$ cat config.mk
export PLATFORM = sky130hd
export DESIGN_NAME = decode_unit
export DESIGN_NICKNAME = d
export VERILOG_FILES = /design/src/design/riscv_isa_pkg.sv /design/src/design/core_ctrl_pkg.sv /design/src/design/decode_unit.sv /design/src/design/id_operand_gen.sv /design/src/design/id_ctrl_gen.sv /design/src/design/id_field_decode.sv
export SDC_FILE = /design/constraint.sdc
export NUM_CORES = 1
export LEC_CHECK = 0
export ABC_AREA = 1
export BUFFER_PORTS_ARGS = -buffer_cell sky130_fd_sc_hd__buf_2
export CAP_MARGIN = 5
export CORE_AREA = 4 4 110 112
export DETAILED_ROUTE_END_ITERATION = 6
export DIE_AREA = 0 0 114 116
export PLACE_DENSITY = 0.69
export SLEW_MARGIN = 20
export SYNTH_ARGS = -nofsm -noshare
export SYNTH_HDL_FRONTEND = slang
export SYNTH_SLANG_ARGS = --single-unit
$ cat constraint.sdc
create_clock -name vclk -period 1.8
set_input_delay 0.09 -clock vclk [all_inputs]
set_output_delay 0.09 -clock vclk [all_outputs]
set_load 0.02 [all_outputs]
$ cat src/design/riscv_isa_pkg.sv
// RV32I encoding constants, width types and the decoded instruction fields struct
package riscv_isa_pkg;

  // Base widths of the RV32I word and its fields
  localparam int XLEN      = 32;
  localparam int REG_IDX_W = 5;
  localparam int OPCODE_W  = 7;
  localparam int FUNCT3_W  = 3;

  // Width types that carry a meaning in the datapath
  typedef logic [XLEN-1:0]      data_t;
  typedef logic [XLEN-1:0]      addr_t;
  typedef logic [XLEN-1:0]      instr_t;
  typedef logic [REG_IDX_W-1:0] reg_idx_t;
  typedef logic [OPCODE_W-1:0]  opcode_t;
  typedef logic [FUNCT3_W-1:0]  funct3_t;

  // Major opcodes, instruction bits 6:0
  localparam opcode_t LOAD_OP   = 7'b0000011;
  localparam opcode_t IMM_OP    = 7'b0010011;
  localparam opcode_t AUIPC_OP  = 7'b0010111;
  localparam opcode_t STORE_OP  = 7'b0100011;
  localparam opcode_t REG_OP    = 7'b0110011;
  localparam opcode_t LUI_OP    = 7'b0110111;
  localparam opcode_t BRANCH_OP = 7'b1100011;
  localparam opcode_t JALR_OP   = 7'b1100111;
  localparam opcode_t JAL_OP    = 7'b1101111;
  // Marks an unsupported or reset instruction
  localparam opcode_t OP_NONE   = 7'b0000000;

  // ALU funct3 for REG and IMM
  localparam funct3_t F3_ADD  = 3'b000;
  localparam funct3_t F3_SLL  = 3'b001;
  localparam funct3_t F3_SLT  = 3'b010;
  localparam funct3_t F3_SLTU = 3'b011;
  localparam funct3_t F3_XOR  = 3'b100;
  // SRL or SRA, told apart by bit 30
  localparam funct3_t F3_SR   = 3'b101;
  localparam funct3_t F3_OR   = 3'b110;
  localparam funct3_t F3_AND  = 3'b111;

  // Branch comparisons
  localparam funct3_t F3_BEQ  = 3'b000;
  localparam funct3_t F3_BNE  = 3'b001;
  localparam funct3_t F3_BLT  = 3'b100;
  localparam funct3_t F3_BGE  = 3'b101;
  localparam funct3_t F3_BLTU = 3'b110;
  localparam funct3_t F3_BGEU = 3'b111;

  // Load and store access sizes, word is the fallback
  localparam funct3_t F3_B    = 3'b000;
  localparam funct3_t F3_H    = 3'b001;
  localparam funct3_t F3_BU   = 3'b100;
  localparam funct3_t F3_HU   = 3'b101;

  // Instruction fields after masking and immediate expansion
  typedef struct packed {
    opcode_t  opcode;
    funct3_t  funct3;
    logic     alt;
    reg_idx_t rs1;
    reg_idx_t rs2;
    reg_idx_t rd;
    data_t    imm;
  } id_fields_t;

endpackage
$ cat src/design/core_ctrl_pkg.sv
// Pipeline control code types and values, control and operand structs
package core_ctrl_pkg;

  // Code widths for each downstream consumer
  localparam int EXE_OP_W  = 5;
  localparam int MEM_OP_W  = 4;
  localparam int GPR_SEL_W = 2;
  localparam int PC_SEL_W  = 2;

  typedef logic [EXE_OP_W-1:0]  exe_op_t;
  typedef logic [MEM_OP_W-1:0]  mem_op_t;
  typedef logic [GPR_SEL_W-1:0] gpr_sel_t;
  typedef logic [PC_SEL_W-1:0]  pc_sel_t;

  // ALU operations
  localparam exe_op_t EXE_ADD  = 5'd0;
  localparam exe_op_t EXE_SUB  = 5'd1;
  localparam exe_op_t EXE_SLL  = 5'd2;
  localparam exe_op_t EXE_SLT  = 5'd3;
  localparam exe_op_t EXE_SLTU = 5'd4;
  localparam exe_op_t EXE_XOR  = 5'd5;
  localparam exe_op_t EXE_SRL  = 5'd6;
  localparam exe_op_t EXE_SRA  = 5'd7;
  localparam exe_op_t EXE_OR   = 5'd8;
  localparam exe_op_t EXE_AND  = 5'd9;
  // Branch comparisons, signed forms reuse SLT
  localparam exe_op_t EXE_EQ   = 5'd10;
  localparam exe_op_t EXE_NE   = 5'd11;
  localparam exe_op_t EXE_GE   = 5'd12;
  localparam exe_op_t EXE_GEU  = 5'd13;

  // Memory stage accesses
  localparam mem_op_t MEM_IDLE = 4'd0;
  localparam mem_op_t MEM_RB   = 4'd1;
  localparam mem_op_t MEM_RH   = 4'd2;
  localparam mem_op_t MEM_RW   = 4'd3;
  localparam mem_op_t MEM_RBU  = 4'd4;
  localparam mem_op_t MEM_RHU  = 4'd5;
  localparam mem_op_t MEM_WB   = 4'd6;
  localparam mem_op_t MEM_WH   = 4'd7;
  localparam mem_op_t MEM_WW   = 4'd8;

  // Writeback source for rd
  localparam gpr_sel_t GPR_IDLE  = 2'd0;
  localparam gpr_sel_t GPR_MEM   = 2'd1;
  localparam gpr_sel_t GPR_ALU   = 2'd2;
  // Return address, pc plus 4
  localparam gpr_sel_t GPR_PRGMC = 2'd3;

  // Next PC rule
  localparam pc_sel_t PC_INC  = 2'd0;
  localparam pc_sel_t PC_SET  = 2'd1;
  localparam pc_sel_t PC_ADD  = 2'd2;
  localparam pc_sel_t PC_COND = 2'd3;

  // Control bundle for the later stages
  typedef struct packed {
    exe_op_t  exe;
    mem_op_t  mem;
    gpr_sel_t gpr;
    pc_sel_t  pc;
  } id_ctrl_t;

  // Operand bundle, op3 carries store data, branch offset or link pc
  typedef struct packed {
    riscv_isa_pkg::data_t op1;
    riscv_isa_pkg::data_t op2;
    riscv_isa_pkg::data_t op3;
  } id_operands_t;

endpackage

$ cat src/design/decode_unit.sv
// Decode stage top level, field decode, control and operand generation
`timescale 1ns/1ps

module decode_unit (
  input  logic                        rstn_i,
  input  logic                        exe_ready_i,
  input  riscv_isa_pkg::addr_t        pc_i,
  input  riscv_isa_pkg::instr_t       instr_i,
  input  riscv_isa_pkg::data_t        rs1_data_i,
  input  riscv_isa_pkg::data_t        rs2_data_i,
  input  logic                        rs1_dirty_i,
  input  logic                        rs2_dirty_i,
  output riscv_isa_pkg::reg_idx_t     rs1_o,
  output riscv_isa_pkg::reg_idx_t     rs2_o,
  output riscv_isa_pkg::reg_idx_t     rd_o,
  output riscv_isa_pkg::addr_t        pc_o,
  output core_ctrl_pkg::id_ctrl_t     ctrl_o,
  output core_ctrl_pkg::id_operands_t operands_o,
  output logic                        ready_o,
  output logic                        valid_o
);

  import riscv_isa_pkg::*;

  // Masked fields shared by both back ends
  id_fields_t fields;

  id_field_decode u_field_decode (
    .rstn_i      (rstn_i),
    .instr_i     (instr_i),
    .exe_ready_i (exe_ready_i),
    .rs1_dirty_i (rs1_dirty_i),
    .rs2_dirty_i (rs2_dirty_i),
    .fields_o    (fields),
    .ready_o     (ready_o),
    .valid_o     (valid_o)
  );

  id_ctrl_gen u_ctrl_gen (
    .fields_i (fields),
    .ctrl_o   (ctrl_o)
  );

  id_operand_gen u_operand_gen (
    .fields_i   (fields),
    .pc_i       (pc_i),
    .rs1_data_i (rs1_data_i),
    .rs2_data_i (rs2_data_i),
    .operands_o (operands_o)
  );

  // GPR read ports and writeback index
  assign rs1_o = fields.rs1;
  assign rs2_o = fields.rs2;
  assign rd_o  = fields.rd;
  // PC passes straight to execute
  assign pc_o  = pc_i;

endmodule

$ cat src/design/id_operand_gen.sv
// Operand word selection for op1, op2 and op3 per opcode
`timescale 1ns/1ps

module id_operand_gen (
  input  riscv_isa_pkg::id_fields_t   fields_i,
  input  riscv_isa_pkg::addr_t        pc_i,
  input  riscv_isa_pkg::data_t        rs1_data_i,
  input  riscv_isa_pkg::data_t        rs2_data_i,
  output core_ctrl_pkg::id_operands_t operands_o
);

  import riscv_isa_pkg::*;

  data_t op1;
  data_t op2;
  data_t op3;

  // Immediate arrives already expanded for its format
  always_comb begin : operand_select
    op1 = '0;
    op2 = '0;
    op3 = '0;
    case (fields_i.opcode)
      LOAD_OP, IMM_OP: begin
        op1 = rs1_data_i;
        op2 = fields_i.imm;
      end
      STORE_OP: begin
        // Address base plus offset, store data rides on op3
        op1 = rs1_data_i;
        op2 = fields_i.imm;
        op3 = rs2_data_i;
      end
      REG_OP: begin
        op1 = rs1_data_i;
        op2 = rs2_data_i;
      end
      AUIPC_OP: begin
        op1 = pc_i;
        op2 = fields_i.imm;
      end
      LUI_OP: begin
        // Zero plus upper immediate through the adder
        op2 = fields_i.imm;
      end
      BRANCH_OP: begin
        // Compare rs1 with rs2, target offset on op3
        op1 = rs1_data_i;
        op2 = rs2_data_i;
        op3 = fields_i.imm;
      end
      JALR_OP: begin
        op1 = rs1_data_i;
        op2 = fields_i.imm;
        // Link address base
        op3 = pc_i;
      end
      JAL_OP: begin
        op2 = fields_i.imm;
        op3 = pc_i;
      end
      default: begin
        // Unsupported or reset, all zero
        op1 = '0;
      end
    endcase
  end

  assign operands_o.op1 = op1;
  assign operands_o.op2 = op2;
  assign operands_o.op3 = op3;

endmodule

$ cat src/design/id_ctrl_gen.sv
// Execute, memory, writeback and PC control code generation from decoded fields
`timescale 1ns/1ps

module id_ctrl_gen (
  input  riscv_isa_pkg::id_fields_t fields_i,
  output core_ctrl_pkg::id_ctrl_t   ctrl_o
);

  import riscv_isa_pkg::*;
  import core_ctrl_pkg::*;

  exe_op_t  exe;
  mem_op_t  mem;
  gpr_sel_t gpr;
  pc_sel_t  pc;

  // ALU and comparator selection
  always_comb begin : exe_gen
    exe = EXE_ADD;
    if (fields_i.opcode == REG_OP || fields_i.opcode == IMM_OP) begin
      case (fields_i.funct3)
        // ADDI has no SUB form, bit 30 is immediate there
        F3_ADD:  exe = (fields_i.opcode == REG_OP && fields_i.alt) ? EXE_SUB : EXE_ADD;
        F3_SLL:  exe = EXE_SLL;
        F3_SLT:  exe = EXE_SLT;
        F3_SLTU: exe = EXE_SLTU;
        F3_XOR:  exe = EXE_XOR;
        F3_SR:   exe = fields_i.alt ? EXE_SRA : EXE_SRL;
        F3_OR:   exe = EXE_OR;
        F3_AND:  exe = EXE_AND;
        default: exe = EXE_ADD;
      endcase
    end else if (fields_i.opcode == BRANCH_OP) begin
      case (fields_i.funct3)
        F3_BEQ:  exe = EXE_EQ;
        F3_BNE:  exe = EXE_NE;
        F3_BLT:  exe = EXE_SLT;
        F3_BGE:  exe = EXE_GE;
        F3_BLTU: exe = EXE_SLTU;
        F3_BGEU: exe = EXE_GEU;
        // 010 and 011 are reserved encodings
        default: exe = EXE_ADD;
      endcase
    end
    // Address calc, AUIPC, LUI and jumps all add
  end

  // Access size and sign for the memory stage
  always_comb begin : mem_gen
    mem = MEM_IDLE;
    if (fields_i.opcode == LOAD_OP) begin
      case (fields_i.funct3)
        F3_B:    mem = MEM_RB;
        F3_H:    mem = MEM_RH;
        F3_BU:   mem = MEM_RBU;
        F3_HU:   mem = MEM_RHU;
        default: mem = MEM_RW;
      endcase
    end else if (fields_i.opcode == STORE_OP) begin
      case (fields_i.funct3)
        F3_B:    mem = MEM_WB;
        F3_H:    mem = MEM_WH;
        default: mem = MEM_WW;
      endcase
    end
  end

  // Writeback source, idle keeps unsupported words out of the GPRs
  always_comb begin : gpr_gen
    case (fields_i.opcode)
      LOAD_OP:                                  gpr = GPR_MEM;
      IMM_OP, REG_OP, AUIPC_OP, LUI_OP:         gpr = GPR_ALU;
      JAL_OP, JALR_OP:                          gpr = GPR_PRGMC;
      default:                                  gpr = GPR_IDLE;
    endcase
  end

  // Next PC rule, sequential by default
  always_comb begin : pc_gen
    case (fields_i.opcode)
      JALR_OP:   pc = PC_SET;
      JAL_OP:    pc = PC_ADD;
      BRANCH_OP: pc = PC_COND;
      default:   pc = PC_INC;
    endcase
  end

  assign ctrl_o.exe = exe;
  assign ctrl_o.mem = mem;
  assign ctrl_o.gpr = gpr;
  assign ctrl_o.pc  = pc;

endmodule

$ cat src/design/id_field_decode.sv
// Instruction field extraction and masking, immediate expansion, ready/valid generation
`timescale 1ns/1ps

module id_field_decode (
  input  logic                      rstn_i,
  input  riscv_isa_pkg::instr_t     instr_i,
  input  logic                      exe_ready_i,
  input  logic                      rs1_dirty_i,
  input  logic                      rs2_dirty_i,
  output riscv_isa_pkg::id_fields_t fields_o,
  output logic                      ready_o,
  output logic                      valid_o
);

  import riscv_isa_pkg::*;

  opcode_t    opcode;
  funct3_t    funct3;
  logic       supported;
  logic       srcs_clean;
  data_t      imm_i;
  data_t      imm_iu;
  data_t      imm_s;
  data_t      imm_b;
  data_t      imm_u;
  data_t      imm_j;
  id_fields_t fields;

  assign opcode = instr_i[6:0];
  assign funct3 = instr_i[14:12];

  // Immediate formats, sign always from bit 31
  assign imm_i  = {{(XLEN-12){instr_i[31]}}, instr_i[31:20]};
  // Shift amount form, no sign
  assign imm_iu = {{(XLEN-12){1'b0}}, instr_i[31:20]};
  assign imm_s  = {{(XLEN-12){instr_i[31]}}, instr_i[31:25], instr_i[11:7]};
  assign imm_b  = {{(XLEN-13){instr_i[31]}}, instr_i[31], instr_i[7],
                   instr_i[30:25], instr_i[11:8], 1'b0};
  assign imm_u  = {instr_i[31:12], 12'b0};
  assign imm_j  = {{(XLEN-21){instr_i[31]}}, instr_i[31], instr_i[19:12],
                   instr_i[20], instr_i[30:21], 1'b0};

  // Raw fields first, then per format masking
  always_comb begin : field_select
    supported     = 1'b1;
    fields.opcode = opcode;
    fields.funct3 = funct3;
    fields.alt    = instr_i[30];
    fields.rs1    = instr_i[19:15];
    fields.rs2    = instr_i[24:20];
    fields.rd     = instr_i[11:7];
    fields.imm    = '0;
    case (opcode)
      LOAD_OP, JALR_OP: begin
        fields.rs2 = '0;
        fields.imm = imm_i;
      end
      IMM_OP: begin
        fields.rs2 = '0;
        // SLLI and SRLI/SRAI keep funct7 bits in the upper field
        fields.imm = (funct3 == F3_SLL || funct3 == F3_SR) ? imm_iu : imm_i;
      end
      STORE_OP: begin
        fields.rd  = '0;
        fields.imm = imm_s;
      end
      BRANCH_OP: begin
        fields.rd  = '0;
        fields.imm = imm_b;
      end
      REG_OP: begin
        fields.imm = '0;
      end
      AUIPC_OP, LUI_OP: begin
        fields.rs1 = '0;
        fields.rs2 = '0;
        fields.imm = imm_u;
      end
      JAL_OP: begin
        fields.rs1 = '0;
        fields.rs2 = '0;
        fields.imm = imm_j;
      end
      default: begin
        // RV64 W forms, SYSTEM and junk all land here
        supported     = 1'b0;
        fields        = '0;
        fields.opcode = OP_NONE;
      end
    endcase
    // Reset forces the unsupported value downstream
    if (!rstn_i) begin
      fields        = '0;
      fields.opcode = OP_NONE;
    end
  end

  assign fields_o = fields;

  // Unused sources are x0 after masking, and x0 is never dirty
  assign srcs_clean = !rs1_dirty_i && !rs2_dirty_i;

  always_comb begin : handshake
    if (!rstn_i) begin
      ready_o = 1'b0;
      valid_o = 1'b0;
    end else if (supported) begin
      ready_o = srcs_clean && exe_ready_i;
      valid_o = srcs_clean;
    end else begin
      // Drop the word and let fetch move on
      ready_o = 1'b1;
      valid_o = 1'b0;
    end
  end

endmodule

==> flow_summary.toml <==
[logic_synthesis]
yosysTopAreaCell = "nand2_1"
synthTopCellsByArea = "nand2_1, inv_1, buf_4, nand3_1, nor2_1"
syn_area_per_cell_um2 = 4.83
ys_warn_count = 0
yosys.area.top_type_share = 0.321
ys_seq_area_frac = 0
syn_nets = 722
ys_types = 36
synthCells = 590
synth_area_mm2 = 0.00285

[grt]
gr-usage-all-layers = 0.231
grt_overflow = 0
grt_pass1_vias = 4579
grt_max_degree = 27
grt_first_pass_wirelength_um = 24400
antenna_found_initial = 0

[final_layout]
final_nets = 1054
fillers = 1105
clock_buffers = 0
nFlopsAndLatches = 0
diodes = 0
multiInputGateArea_mm2 = 0.00248
layout-drive-gt1-share = 0.566
post-route-util = 0.531
syn_to_final_growth_pct = 109
seqCellArea_um2 = 0

[placed_design]
port_buffers = 289
gp_congestion = 0.922
dp_hpwl_um = 13100

[setup_path]
worstSetupPathType = "primary input to output port"
critPathLaunchType = "primary input"
critPathMaxFanout = 13
endpoint_kind = "output port"
cp.required_ns = 1.71
worstPathArrival_ns = 1.83
cp-startpoint = "instr_i[2]"

[run]
cap_violations = 0

[power]
pwr_density_cell_mw_per_mm2 = 107
power_mw = 0.640
intPower_mw = 0.265
clockPowerShare = 0
leakage_nw = 3.54
peakVddDrop_mv = 0.0614
sw_frac_of_total = 0.586
seq_power_share = 0
power_frac_comb = 1.000
p_switching_mw = 0.375

[drt]
drt_iter0_drc = 308
vias_per_cell = 4.85
drt-total-wl_um = 18000
drcViolationCount = 0
vias = 5157
wl_per_cell_um = 16.9
drt_first_pass_iters = 5
ant_nets = 0

[sta]
period_needed_ns = 1.92
setup_viol = 92
hold_viol_final = 0
min_period_over_period = 1.07
final_max_slew_viol_count = 0
rsz0062_at_grt = "yes"
worst_slack_ns = -0.121
clock.fmax_ghz = 0.521

[run_status]
status = "finished, violations left"
violations = "setup timing"

[floorplanning]
die_h_um = 116
dieArea_mm2 = 0.0132
io_pins = 290
start_util = 0.254
num_rows = 39
dieWidth_um = 114
core_mm2 = 0.0112

[worst_hold_path]
min_from = "pc_i[17]"
hold_path.class = "primary input to output port"

[clock_tree]
holdBufCountCts = 0
-- area by class of cell --
type / instances / area share
Inverter: 80 / 0.0538
Multi-Input combinational cell: 449 / 0.417
Tap cell: 143 / 0.0300
Timing Repair Buffer: 391 / 0.499
-- per-layer routing --
layer,vias to the layer above,global-route usage,share of wire
met1,2380,0.295,0.40
li1,2468,-,-
met5,-,0,0
met3,25,0.0303,0.081
met4,0,0.0230,0.015
met2,284,0.429,0.51
-- repair_timing --
action	in CTS	in global routing
endpoints found under the hold margin	0	0
gates cloned	5	3
gates resized for setup	131	153
endpoints found under the setup margin	98	105
setup buffers	29	7
pin swaps	9	42
-- layout by cell type, fill, tap and decap left out, drive strengths merged --
cell type	netlist	routed
nand2	253	253
conb	1	1
nand4	5	5
clkbuf	8	2
o211ai	5	5
o22ai	5	5
and2	1	1
o31ai	1	1
buf	53	389
nor2	59	59
a22o	1	1
o21a	1	1
a21oi	26	26
a31oi	3	3
o21ai	42	42
nor3	4	4
clkinv	1	1
inv	79	79
nand3	42	42
-- worst paths after layout --
kind / cells after the start / endpoint / slack, ns
worst max-delay path: 14 / operands_o[55] / -0.12
worst min-delay path: 2 / pc_o[17] / 0.43
-- worst max-delay path: stages --
cell and delay (ns):
buf_12 0.11, inv_6 0.06, nand2_4 0.05, nor2_4 0.11
buf_4 0.16, nand2_4 0.08, buf_4 0.16, nor3_4 0.34
nor2_4 0.06, nand3_4 0.16, buf_12 0.16, nand2_1 0.09
nand2_2 0.08, buf_6 0.11
-- synth_stat cells --
cell,instances
inv_2,5
nand3_2,1
nand2_4,3
o22ai_1,5
clkbuf_2,1
nor2_4,4
o21ai_1,2
o211ai_1,5
conb_1,1
a21oi_4,1
nand2_1,244
and2_1,1
nor3_1,3
o21ai_2,16
nor2_2,5
a21oi_1,25
nor3_4,1
a31oi_1,3
o31ai_1,1
nand4_2,1
nor2_1,49
a22o_1,1
inv_1,74
nand3_1,40
clkinv_1,1
o21a_1,1
o21ai_0,23
buf_4,35
buf_2,9
nand2_2,6
o21ai_4,1
nand3_4,1
buf_6,9
nand4_1,4
clkbuf_1,7
nor2_8,1
-- cell families (layout without fill, tap and decap cells) --
family | count (synthesis) | after routing | share of synthesized area
other | 1 | 1 | 0.00132
AND/OR/NAND/NOR | 364 | 364 | 0.551
buffers and inverters | 141 | 471 | 0.260
AO/OA/AOI/OAI | 84 | 84 | 0.188
-- power by group through the flow --
| stage | clock network [mW] | registers, mW | logic [mW] |
|---|---|---|---|
| finish | 0 | 0 | 0.640 |
| global route | 0 | 0 | 0.684 |
| floorplan | 0 | 0 | 0.254 |
| CTS | 0 | 0 | 0.584 |
| global placement | 0 | 0 | 0.524 |
| detailed placement | 0 | 0 | 0.524 |
-- per-stage QoR --
step	std cells	cell area [µm²]	setup TNS [ns]	setup WS, ns	hold WS, ns
final	1063	5960	-5.20	-0.121	0.430
after global routing	1063	5960	-13.31	-0.196	0.438
after CTS	1055	5390	-0.0715	-0.0337	0.430
after detailed placement	1022	4610	-6.97	-0.144	0.429
after global placement	1022	4610	-4.75	-0.125	0.430
after floorplan	590	2850	0	0.00168	0.263
Note: power is estimated with default switching activity, not from simulation.
